<file path="config.mk">
export PLATFORM = sky130hd
export DESIGN_NAME = ob_top
export DESIGN_NICKNAME = d
export VERILOG_FILES = /design/src/logic/ob_pkg.sv /design/src/logic/ob_fifo.sv /design/src/logic/ob_limit_table.sv /design/src/logic/ob_match.sv /design/src/logic/ob_cntrl.sv /design/src/logic/ob_top.sv
export VERILOG_INCLUDE_DIRS = /design/src /design/src/include
export SDC_FILE = /design/constraint.sdc
export NUM_CORES = 1
export LEC_CHECK = 0
export ABC_AREA = 1
export BUFFER_PORTS_ARGS = -buffer_cell sky130_fd_sc_hd__buf_2
export CAP_MARGIN = 20
export CORE_MARGIN = 8
export CORE_UTILIZATION = 44
export CTS_BUF_LIST = sky130_fd_sc_hd__clkbuf_2 sky130_fd_sc_hd__clkbuf_4 sky130_fd_sc_hd__clkbuf_8
export CTS_CLUSTER_DIAMETER = 80
export CTS_CLUSTER_SIZE = 12
export DETAILED_ROUTE_END_ITERATION = 16
export GPL_ROUTABILITY_DRIVEN = 0
export PLACE_DENSITY = 0.7
export SETUP_SLACK_MARGIN = 0.02
export SYNTH_ARGS = -nofsm -noshare
export SYNTH_HDL_FRONTEND = slang
export SYNTH_SLANG_ARGS = --single-unit
</file>
<file path="constraint.sdc">
create_clock -name clk -period 5 [get_ports clk]
set_clock_uncertainty 0.15 [all_clocks]
set_input_delay 0.5 -clock clk [delete_from_list [all_inputs] [get_ports clk]]
set_output_delay 0.5 -clock clk [all_outputs]
set_load 0.1 [all_outputs]
</file>
<file path="src/include/ob_cfg.svh">
// Order book sizing macros, included by the package and by the testbench
`ifndef OB_CFG_SVH
`define OB_CFG_SVH

// Order identifier width
`define OB_UID_W 8

// Plain binary price
`define OB_PRICE_W 16

// Quantity per order
`define OB_QTY_W 16

// Entries held in each of the bid and ask limit tables
`define OB_TABLE_DEPTH 4

// Entries in the command and response FIFOs
`define OB_FIFO_DEPTH 4

`endif

</file>
<file path="src/logic/ob_pkg.sv">
// Shared order book types for commands, responses, table entries and match results
`default_nettype none

`include "ob_cfg.svh"

package ob_pkg;

  typedef logic [`OB_UID_W-1:0]   uid_t;
  typedef logic [`OB_PRICE_W-1:0] price_t;
  typedef logic [`OB_QTY_W-1:0]   quantity_t;

  typedef enum logic [2:0] {
    Op_Nop       = 3'd0,
    Op_QryBidAsk = 3'd1,
    Op_BuyLimit  = 3'd2,
    Op_SellLimit = 3'd3,
    Op_PopTopBid = 3'd4,
    Op_PopTopAsk = 3'd5
  } opcode_t;

  typedef enum logic [1:0] {
    S_Okay   = 2'd0,
    S_Bad    = 2'd1,
    S_BadPop = 2'd2,
    S_Reject = 2'd3
  } status_t;

  // One resting order
  typedef struct packed {
    uid_t      uid;
    price_t    price;
    quantity_t quantity;
  } table_t;

  typedef struct packed {
    opcode_t   opcode;
    uid_t      uid;
    price_t    price;
    quantity_t quantity;
  } cmd_t;

  // Widest result, sets the union width
  typedef struct packed {
    uid_t      uid;
    price_t    price;
    quantity_t quantity;
  } result_poptop_t;

  localparam int RESULT_W = $bits(result_poptop_t);

  typedef struct packed {
    price_t                                bid;
    price_t                                ask;
    logic [RESULT_W-2*`OB_PRICE_W-1:0]     padding;
  } result_qrybidask_t;

  typedef struct packed {
    uid_t                                       bid_uid;
    uid_t                                       ask_uid;
    quantity_t                                  quantity;
    logic [RESULT_W-2*`OB_UID_W-`OB_QTY_W-1:0]  padding;
  } result_trade_t;

  typedef union packed {
    result_qrybidask_t qrybidask;
    result_poptop_t    poptop;
    result_trade_t     trade;
  } result_t;

  typedef struct packed {
    uid_t    uid;
    status_t status;
    result_t result;
  } rsp_t;

  // Matcher verdict for the current bid and ask heads
  typedef struct packed {
    logic      bid_consumed;
    logic      ask_consumed;
    quantity_t remainder;
    quantity_t quantity;
    uid_t      bid_uid;
    uid_t      ask_uid;
  } search_result_t;

endpackage

`default_nettype wire

</file>
<file path="src/logic/ob_fifo.sv">
// Synchronous valid/ready FIFO for any payload type, used for commands and responses
`timescale 1ns/100ps
`default_nettype none

`include "ob_cfg.svh"

module ob_fifo #(
  parameter type T = ob_pkg::cmd_t
) (
    input  wire logic clk
  , input  wire logic rst_n
  // Write side
  , input  wire logic in_vld
  , output logic      in_rdy
  , input  wire T     in_data
  // Read side
  , output logic      out_vld
  , input  wire logic out_rdy
  , output T          out_data
);

  localparam int DEPTH = `OB_FIFO_DEPTH;
  localparam int PTR_W = $clog2(DEPTH);
  localparam int CNT_W = PTR_W + 1;

  // Payload storage
  T                 mem [DEPTH];
  logic [PTR_W-1:0] rd_ptr;
  logic [PTR_W-1:0] wr_ptr;
  logic [CNT_W-1:0] count;
  logic             push;
  logic             pop;

  // Back-pressure when full
  assign in_rdy   = (count != CNT_W'(DEPTH));
  assign out_vld  = (count != '0);
  assign out_data = mem[rd_ptr];

  assign push = in_vld & in_rdy;
  assign pop  = out_vld & out_rdy;

  always_ff @(posedge clk) begin : ptr_PROC
    if (!rst_n) begin
      rd_ptr <= '0;
      wr_ptr <= '0;
      count  <= '0;
    end else begin
      // Wrap at the last slot, depth need not be a power of two
      if (push)
        wr_ptr <= (wr_ptr == PTR_W'(DEPTH-1)) ? '0 : wr_ptr + 1'b1;
      if (pop)
        rd_ptr <= (rd_ptr == PTR_W'(DEPTH-1)) ? '0 : rd_ptr + 1'b1;
      // Push and pop together leave the count unchanged
      count <= count + CNT_W'(push) - CNT_W'(pop);
    end
  end

  always_ff @(posedge clk) begin : mem_PROC
    if (push)
      mem[wr_ptr] <= in_data;
  end

endmodule

`default_nettype wire

</file>
<file path="src/logic/ob_limit_table.sv">
// Price-sorted limit order table with its best entry at slot 0, one instance per side
`timescale 1ns/100ps
`default_nettype none

`include "ob_cfg.svh"

module ob_limit_table #(
  // 1 for bids (highest first), 0 for asks (lowest first)
  parameter bit IS_BID = 1'b1
) (
    input  wire logic              clk
  , input  wire logic              rst_n
  // Insert in price order
  , input  wire logic              insert
  , input  wire ob_pkg::table_t    insert_entry
  // Discard head
  , input  wire logic              pop
  // Rewrite head quantity after a partial fill
  , input  wire logic              update_vld
  , input  wire ob_pkg::quantity_t update_qty
  // Best entry and status
  , output logic                   head_vld
  , output ob_pkg::table_t         head
  , output logic                   full
);

  import ob_pkg::*;

  localparam int DEPTH = `OB_TABLE_DEPTH;

  table_t           entry   [DEPTH];
  table_t           entry_w [DEPTH];
  logic [DEPTH-1:0] vld;
  logic [DEPTH-1:0] vld_w;

  // Slots the new order outranks
  logic [DEPTH-1:0] beats;
  // Slots that take their upper neighbour on insert
  logic [DEPTH-1:0] shift;

  // Valid entries stay packed from slot 0
  assign head_vld = vld[0];
  assign head     = entry[0];
  assign full     = vld[DEPTH-1];

  always_comb begin : beats_PROC
    for (int i = 0; i < DEPTH; i++) begin
      // Strict compare, equal prices queue behind
      if (IS_BID)
        beats[i] = ~vld[i] | (insert_entry.price > entry[i].price);
      else
        beats[i] = ~vld[i] | (insert_entry.price < entry[i].price);
    end
  end

  // Thermometer code, so the slot below the first hit shifts and onwards
  assign shift = {beats[DEPTH-2:0], 1'b0};

  always_comb begin : next_PROC
    for (int i = 0; i < DEPTH; i++) begin
      entry_w[i] = entry[i];
    end
    vld_w = vld;

    if (insert && !full) begin
      for (int i = 1; i < DEPTH; i++) begin
        if (shift[i]) begin
          // Worse entries move down one slot
          entry_w[i] = entry[i-1];
          vld_w[i]   = vld[i-1];
        end else if (beats[i]) begin
          entry_w[i] = insert_entry;
          vld_w[i]   = 1'b1;
        end
      end
      // New best
      if (beats[0]) begin
        entry_w[0] = insert_entry;
        vld_w[0]   = 1'b1;
      end
    end else if (pop) begin
      // Everything moves up, tail frees
      for (int i = 0; i < DEPTH-1; i++) begin
        entry_w[i] = entry[i+1];
        vld_w[i]   = vld[i+1];
      end
      vld_w[DEPTH-1] = 1'b0;
    end else if (update_vld) begin
      entry_w[0].quantity = update_qty;
    end
  end

  always_ff @(posedge clk) begin : vld_PROC
    if (!rst_n)
      vld <= '0;
    else
      vld <= vld_w;
  end

  always_ff @(posedge clk) begin : entry_PROC
    for (int i = 0; i < DEPTH; i++) begin
      entry[i] <= entry_w[i];
    end
  end

endmodule

`default_nettype wire

</file>
<file path="src/logic/ob_match.sv">
// Registered crossing check between bid and ask heads, queried by the controller
`timescale 1ns/100ps
`default_nettype none

module ob_match (
    input  wire logic           clk
  , input  wire logic           rst_n
  // Table heads
  , input  wire logic           bid_vld
  , input  wire ob_pkg::table_t bid
  , input  wire logic           ask_vld
  , input  wire ob_pkg::table_t ask
  // Query pulse, verdict one cycle later
  , input  wire logic           trade_qry
  , output logic                trade_vld_r
  , output ob_pkg::search_result_t trade_r
);

  import ob_pkg::*;

  logic           crosses;
  logic           bid_le;
  search_result_t sr;

  always_comb begin : cmp_PROC
    // Bid meets or beats ask
    crosses = bid_vld & ask_vld & (bid.price >= ask.price);
    bid_le  = (bid.quantity <= ask.quantity);

    sr.quantity     = bid_le ? bid.quantity : ask.quantity;
    // Both consumed on equal quantities
    sr.bid_consumed = (bid.quantity == sr.quantity);
    sr.ask_consumed = (ask.quantity == sr.quantity);
    sr.remainder    = bid_le ? ask.quantity - bid.quantity : bid.quantity - ask.quantity;
    sr.bid_uid      = bid.uid;
    sr.ask_uid      = ask.uid;
  end

  // Verdict holds until the next query, so a stalled controller still sees it
  always_ff @(posedge clk) begin : vld_PROC
    if (!rst_n)
      trade_vld_r <= 1'b0;
    else if (trade_qry)
      trade_vld_r <= crosses;
  end

  always_ff @(posedge clk) begin : res_PROC
    if (trade_qry)
      trade_r <= sr;
  end

endmodule

`default_nettype wire

</file>
<file path="src/logic/ob_cntrl.sv">
// Order book controller FSM, decodes commands, drives both tables and emits responses
`timescale 1ns/100ps
`default_nettype none

module ob_cntrl (
    input  wire logic                   clk
  , input  wire logic                   rst_n
  // Command FIFO head
  , input  wire logic                   cmd_head_vld
  , input  wire ob_pkg::cmd_t           cmd_head
  , output logic                        cmd_pop
  // Response FIFO
  , input  wire logic                   rsp_full
  , output logic                        rsp_push
  , output ob_pkg::rsp_t                rsp_data
  // Bid table
  , output logic                        bid_insert
  , output ob_pkg::table_t              bid_insert_entry
  , output logic                        bid_pop
  , output logic                        bid_update_vld
  , output ob_pkg::quantity_t           bid_update_qty
  , input  wire logic                   bid_head_vld
  , input  wire ob_pkg::table_t         bid_head
  , input  wire logic                   bid_full
  // Ask table
  , output logic                        ask_insert
  , output ob_pkg::table_t              ask_insert_entry
  , output logic                        ask_pop
  , output logic                        ask_update_vld
  , output ob_pkg::quantity_t           ask_update_qty
  , input  wire logic                   ask_head_vld
  , input  wire ob_pkg::table_t         ask_head
  , input  wire logic                   ask_full
  // Matcher
  , output logic                        trade_qry
  , input  wire logic                   trade_vld_r
  , input  wire ob_pkg::search_result_t trade_r
);

  import ob_pkg::*;

  typedef enum logic [1:0] {
    IDLE      = 2'd0,
    ISSUE_QRY = 2'd1,  // Heads settled, ask matcher
    EXECUTE   = 2'd2   // Act on the verdict
  } state_t;

  state_t state_r;
  state_t state_w;
  table_t new_entry;

  // Same order image goes to whichever side the opcode selects
  assign new_entry        = '{uid: cmd_head.uid, price: cmd_head.price,
                              quantity: cmd_head.quantity};
  assign bid_insert_entry = new_entry;
  assign ask_insert_entry = new_entry;
  // Surviving head keeps the remainder
  assign bid_update_qty   = trade_r.remainder;
  assign ask_update_qty   = trade_r.remainder;

  always_comb begin : fsm_PROC
    state_w        = state_r;
    cmd_pop        = 1'b0;
    rsp_push       = 1'b0;
    rsp_data       = '0;
    bid_insert     = 1'b0;
    bid_pop        = 1'b0;
    bid_update_vld = 1'b0;
    ask_insert     = 1'b0;
    ask_pop        = 1'b0;
    ask_update_vld = 1'b0;
    trade_qry      = 1'b0;

    case (state_r)
      IDLE: begin
        // Every command answers once, so wait for response room
        if (cmd_head_vld && !rsp_full) begin
          cmd_pop         = 1'b1;
          rsp_push        = 1'b1;
          rsp_data.uid    = cmd_head.uid;
          rsp_data.status = S_Okay;
          case (cmd_head.opcode)
            Op_Nop: begin
            end
            Op_QryBidAsk: begin
              rsp_data.result.qrybidask.bid = bid_head.price;
              rsp_data.result.qrybidask.ask = ask_head.price;
              if (!(bid_head_vld && ask_head_vld))
                rsp_data.status = S_Bad;
            end
            Op_BuyLimit: begin
              // Full side rejects at once, nothing to match
              if (bid_full) begin
                rsp_data.status = S_Reject;
              end else begin
                bid_insert = 1'b1;
                state_w    = ISSUE_QRY;
              end
            end
            Op_SellLimit: begin
              if (ask_full) begin
                rsp_data.status = S_Reject;
              end else begin
                ask_insert = 1'b1;
                state_w    = ISSUE_QRY;
              end
            end
            Op_PopTopBid: begin
              bid_pop                = bid_head_vld;
              rsp_data.result.poptop = bid_head;
              if (!bid_head_vld)
                rsp_data.status = S_BadPop;
            end
            Op_PopTopAsk: begin
              ask_pop                = ask_head_vld;
              rsp_data.result.poptop = ask_head;
              if (!ask_head_vld)
                rsp_data.status = S_BadPop;
            end
            default: begin
              // Unused opcode
              rsp_data.status = S_Bad;
            end
          endcase
        end
      end

      ISSUE_QRY: begin
        trade_qry = 1'b1;
        state_w   = EXECUTE;
      end

      EXECUTE: begin
        if (!trade_vld_r) begin
          // Book no longer crosses
          state_w = IDLE;
        end else if (!rsp_full) begin
          bid_pop        = trade_r.bid_consumed;
          ask_pop        = trade_r.ask_consumed;
          bid_update_vld = ~trade_r.bid_consumed;
          ask_update_vld = ~trade_r.ask_consumed;

          // Trades carry no originator
          rsp_push                       = 1'b1;
          rsp_data.uid                   = '1;
          rsp_data.status                = S_Okay;
          rsp_data.result.trade.bid_uid  = trade_r.bid_uid;
          rsp_data.result.trade.ask_uid  = trade_r.ask_uid;
          rsp_data.result.trade.quantity = trade_r.quantity;

          // Look again at the new heads
          state_w = ISSUE_QRY;
        end
      end

      default: state_w = IDLE;
    endcase
  end

  always_ff @(posedge clk) begin : state_PROC
    if (!rst_n)
      state_r <= IDLE;
    else
      state_r <= state_w;
  end

endmodule

`default_nettype wire

</file>
<file path="src/logic/ob_top.sv">
// Order book top level joining the FIFOs, both limit tables, the matcher and the controller
`timescale 1ns/100ps
`default_nettype none

module ob_top (
    input  wire logic         clk
  , input  wire logic         rst_n
  // Command ingress
  , input  wire logic         cmd_vld
  , input  wire ob_pkg::cmd_t cmd
  , output logic              cmd_accept
  // Response egress
  , output logic              rsp_vld
  , output ob_pkg::rsp_t      rsp
  , input  wire logic         rsp_accept
);

  import ob_pkg::*;

  // Command FIFO head
  logic           cmd_head_vld;
  cmd_t           cmd_head;
  logic           cmd_pop;

  // Response FIFO tail
  logic           rsp_push;
  rsp_t           rsp_data;
  logic           rsp_in_rdy;

  // Bid side
  logic           bid_insert;
  table_t         bid_insert_entry;
  logic           bid_pop;
  logic           bid_update_vld;
  quantity_t      bid_update_qty;
  logic           bid_head_vld;
  table_t         bid_head;
  logic           bid_full;

  // Ask side
  logic           ask_insert;
  table_t         ask_insert_entry;
  logic           ask_pop;
  logic           ask_update_vld;
  quantity_t      ask_update_qty;
  logic           ask_head_vld;
  table_t         ask_head;
  logic           ask_full;

  // Matcher
  logic           trade_qry;
  logic           trade_vld_r;
  search_result_t trade_r;

  ob_fifo #(.T(cmd_t)) u_cmd_fifo (
      .clk      (clk)
    , .rst_n    (rst_n)
    , .in_vld   (cmd_vld)
    , .in_rdy   (cmd_accept)
    , .in_data  (cmd)
    , .out_vld  (cmd_head_vld)
    , .out_rdy  (cmd_pop)
    , .out_data (cmd_head)
  );

  ob_fifo #(.T(rsp_t)) u_rsp_fifo (
      .clk      (clk)
    , .rst_n    (rst_n)
    , .in_vld   (rsp_push)
    , .in_rdy   (rsp_in_rdy)
    , .in_data  (rsp_data)
    , .out_vld  (rsp_vld)
    , .out_rdy  (rsp_accept)
    , .out_data (rsp)
  );

  ob_limit_table #(.IS_BID(1'b1)) u_bid_table (
      .clk          (clk)
    , .rst_n        (rst_n)
    , .insert       (bid_insert)
    , .insert_entry (bid_insert_entry)
    , .pop          (bid_pop)
    , .update_vld   (bid_update_vld)
    , .update_qty   (bid_update_qty)
    , .head_vld     (bid_head_vld)
    , .head         (bid_head)
    , .full         (bid_full)
  );

  ob_limit_table #(.IS_BID(1'b0)) u_ask_table (
      .clk          (clk)
    , .rst_n        (rst_n)
    , .insert       (ask_insert)
    , .insert_entry (ask_insert_entry)
    , .pop          (ask_pop)
    , .update_vld   (ask_update_vld)
    , .update_qty   (ask_update_qty)
    , .head_vld     (ask_head_vld)
    , .head         (ask_head)
    , .full         (ask_full)
  );

  ob_match u_match (
      .clk         (clk)
    , .rst_n       (rst_n)
    , .bid_vld     (bid_head_vld)
    , .bid         (bid_head)
    , .ask_vld     (ask_head_vld)
    , .ask         (ask_head)
    , .trade_qry   (trade_qry)
    , .trade_vld_r (trade_vld_r)
    , .trade_r     (trade_r)
  );

  // Full is the inverse of the response FIFO ready
  ob_cntrl u_cntrl (
      .clk              (clk)
    , .rst_n            (rst_n)
    , .cmd_head_vld     (cmd_head_vld)
    , .cmd_head         (cmd_head)
    , .cmd_pop          (cmd_pop)
    , .rsp_full         (~rsp_in_rdy)
    , .rsp_push         (rsp_push)
    , .rsp_data         (rsp_data)
    , .bid_insert       (bid_insert)
    , .bid_insert_entry (bid_insert_entry)
    , .bid_pop          (bid_pop)
    , .bid_update_vld   (bid_update_vld)
    , .bid_update_qty   (bid_update_qty)
    , .bid_head_vld     (bid_head_vld)
    , .bid_head         (bid_head)
    , .bid_full         (bid_full)
    , .ask_insert       (ask_insert)
    , .ask_insert_entry (ask_insert_entry)
    , .ask_pop          (ask_pop)
    , .ask_update_vld   (ask_update_vld)
    , .ask_update_qty   (ask_update_qty)
    , .ask_head_vld     (ask_head_vld)
    , .ask_head         (ask_head)
    , .ask_full         (ask_full)
    , .trade_qry        (trade_qry)
    , .trade_vld_r      (trade_vld_r)
    , .trade_r          (trade_r)
  );

endmodule

`default_nettype wire

</file>
==> reports/results.txt <==
CTS root buf -> clkbuf_8
Mapped Area -> 37880 µm²
P&R area growth vs syn -> 9.715%
worst-path fanout max -> 50
Arrival @ worst endpoint -> 4330 ps
r2r worst-path depth -> 11
worst skew pair latency -> 690 ps
Post-Synth Simple-Gate Area -> 13.49%
Critical Path End Type -> register
dpl hpwl -> 68360 µm
final cycle utilization of the critical path -> 82.36%
Clock Tree Buf Depth -> 3
H-tree depth -> 3
status -> finished, final reports clean
total gr overflow -> 0
Synth top area share -> 58.82%
predominant post-synthesis flop cell -> edfxtp_1
Fin. Hold Viols -> 0
syn nets -> 3967
max-cap violations -> 0
Die ar. -> 95730 µm²
DR vias/cell -> 5.650
setup ws final -> 882.2 ps
post-place instance area -> 39630 µm²
largest net degree at the start of global routing -> 166
synthesized flop and latch total -> 771
RSZ-0062 raised after global routing -> no
Final TNS setup -> 0 ps
WHS -> 94.43 ps
# resized after CTS -> 0
Design Power -> 26.78 mW
Slew Limit Fails -> 0
initial DRC count -> 3706
crit path time final -> 4118 ps
# setup viols final -> 0
Post-synth EDFFs -> 742
CTS Buf Count -> 74
port bufs -> 98
slew margin rel. -> 34.41%
startpoint types -> register
number of global-route vias before repair -> 26.65k
Vert. Die Dim -> 309.4 µm
largest family of logic cells by synthesized area -> compound AO/OA/AOI/OAI gates
global-route wire length before repair -> 155100 µm
layout cells sized above 1 -> 9.242%
WS Path Type -> register to register
portion of netlist area occupied by mux cells -> 0.02643%
leakage -> 16.00 nW
Synth Area in Adders -> 5.298%
Post-Synth XOR/XNOR Area -> 0.5087%
Syn. warnings -> 0
Synth Area in Compound Gates -> 14.40%
synth top area cells -> edfxtp_1 (59%), nand2_1 (7.4%), o21ai_0 (6.7%)
syn_area_per_cell -> 10.07 µm²
CTS Sinks -> 771
initial antenna violation count -> 3
Power Dens Cells -> 644.3 nW/µm²
via count -> 28.54k
area leader, netlist -> edfxtp_1
core area -> 85280 µm²
Site Rows -> 107
finished layout cell area -> 41560 µm²
Routed WL per cell -> 20.06 µm
clk slew on worst S/H paths -> 80 ps
GRT Util Overall -> 20.55%
post-synthesis sequential area ratio -> 60.36%
Yosys cell types -> 49
CTS tree -> yes
Initial Util -> 44.42%
maximum vdd drop -> 0.0005641 V
Syn Inst Count -> 3762
Placement Setup Slack -> 959.1 ps
Slew @ Worst Pin -> 983.9 ps
WL final -> 101300 µm
fmax -> 242.9 MHz
I/O pin count -> 99
required time of the critical path -> 5210 ps
drt drc -> 0
Async S/R FF share, synth -> 0%
Final nets -> 4054
drt first pass iters -> 6
die width -> 309.4 µm
hold path depth -> 4
hold crit path type -> input pin to register
Antenna Nets Post-Route -> 0
Yosys cell counts (2+ instances only):
| cell type | count |
|---|---|
| nor3_1 | 13 |
| nand3_1 | 187 |
| o211a_1 | 2 |
| o31ai_1 | 4 |
| o21ai_1 | 120 |
| a31oi_1 | 6 |
| a22oi_1 | 8 |
| o21ai_0 | 506 |
| buf_6 | 10 |
| a32oi_1 | 39 |
| nand3_2 | 2 |
| clkbuf_1 | 117 |
| a21o_1 | 5 |
| nand2_2 | 12 |
| buf_4 | 9 |
| nand4_1 | 14 |
| nor2_1 | 277 |
| xnor2_1 | 8 |
| a221oi_1 | 8 |
| o221ai_1 | 3 |
| o21ai_2 | 2 |
| inv_1 | 327 |
| buf_2 | 63 |
| o21a_1 | 5 |
| a21oi_1 | 177 |
| buf_1 | 7 |
| nor2_2 | 7 |
| edfxtp_1 | 742 |
| xor2_1 | 14 |
| nand2_1 | 744 |
| o311ai_0 | 2 |
| o21bai_1 | 4 |
| o22ai_1 | 94 |
| ha_1 | 154 |
| dfxtp_1 | 29 |
| a211oi_1 | 7 |
| o211ai_1 | 6 |
| inv_2 | 10 |
| fa_1 | 4 |
| clkinv_1 | 3 |
| nor4_1 | 2 |
| o2111ai_1 | 2 |
power breakdown:
part / switching, mW / total [mW] / internal (mW)
Sequential: 0.698 / 10.2 / 9.51
Clock: 2.16 / 3.96 / 1.80
Combinational: 9.61 / 12.6 / 3.00
Total: 12.5 / 26.8 / 14.3
sequential cells by signal, summed over array words and instances (netlist names), named ones only:
signal,count
u_rsp_fifo.mem,200
u_cmd_fifo.mem,172
u_ask_table.entry,160
u_bid_table.entry,160
u_match.trade_r,50
u_ask_table.vld,4
u_bid_table.vld,4
u_cmd_fifo.count,3
u_rsp_fifo.count,3
u_cmd_fifo.rd_ptr,2
u_cmd_fifo.wr_ptr,2
u_cntrl.state_r,2
u_rsp_fifo.rd_ptr,2
u_rsp_fifo.wr_ptr,2
u_match.trade_vld_r,1
routing by layer:
metal | wire, µm | global-route usage (%)
met5 | 17 | 0
met4 | 2723 | 5.977
met3 | 10760 | 4.805
met2 | 43320 | 30.64
met1 | 44510 | 29.86
final cells by class:
type / count / area [µm²]
Fill cell: 7778 / 43720
Tap cell: 1144 / 1431
Antenna cell: 2 / 5.005
Sequential cell: 771 / 22870
Timing Repair Buffer: 217 / 1612
Multi-Input combinational cell: 2444 / 12890
Clock buffer: 128 / 1430
Inverter: 341 / 1287
Clock inverter: 5 / 33.78
per-stage QoR:
step	std cells	util, %
final	5052	48.73
after global routing	5051	48.73
after CTS	5049	48.69
after detailed placement	4873	46.47
after global placement	4873	46.47
after floorplan	3762	-
worst max-delay path, stage by stage, from the launching register on:
cell and delay, ps:
dfxtp_2 340, buf_4 350, buf_4 520, nor2_1 100, nor2_1 110, o21ai_0 90, nand2_1 290, inv_1 120
nand2_1 140, nand3_1 540, buf_4 420, o21ai_0 600
cells in the final DEF (no fill, tap or decap), types with 8 or more instances in the layout:
cell type	synthesis	routed
o22ai_1	94	94
nand4_1	14	14
dfxtp_1	29	26
o21ai_1	120	121
buf_2	63	98
buf_12	0	8
o21ai_0	506	504
ha_1	154	154
xor2_1	14	14
clkbuf_4	0	53
nor3_1	13	13
a21oi_1	177	177
a22oi_1	8	8
a32oi_1	39	39
nor2_1	277	268
buf_4	9	67
xnor2_1	8	8
nand3_1	187	187
dlygate4sd3_1	0	43
nor2_4	1	10
clkbuf_8	0	75
a221oi_1	8	8
nand2_1	744	740
nand2_2	12	16
edfxtp_1	742	742
inv_1	327	327
inv_2	10	9
final timing paths:
kind,from,to,slack (ps)
worst max-delay path,register,u_rsp_fifo.mem[0][26],880
worst min-delay path,rsp_accept,u_rsp_fifo.rd_ptr[1],90
worst max register to register,register,u_rsp_fifo.mem[0][26],880
worst min register to register,u_ask_table.entry[0][34],u_match.trade_r[2],320
kinds of logic after synthesis:
kind of cell	after synthesis
and+or+nand+nor	1262
AOI/OAI and AO/OA	1001
DFF	771
buffers and inverters	547
adders and majority gates	158
xor gates and xnor gates	22
muxes	1
what timing repair did:
item / 4_1_cts / 5_1_grt
endpoints found under the hold margin: 172 / 0
buffers inserted: 0 / 0
hold buffers: 43 / 0
Power figures use the tool's default switching activity.
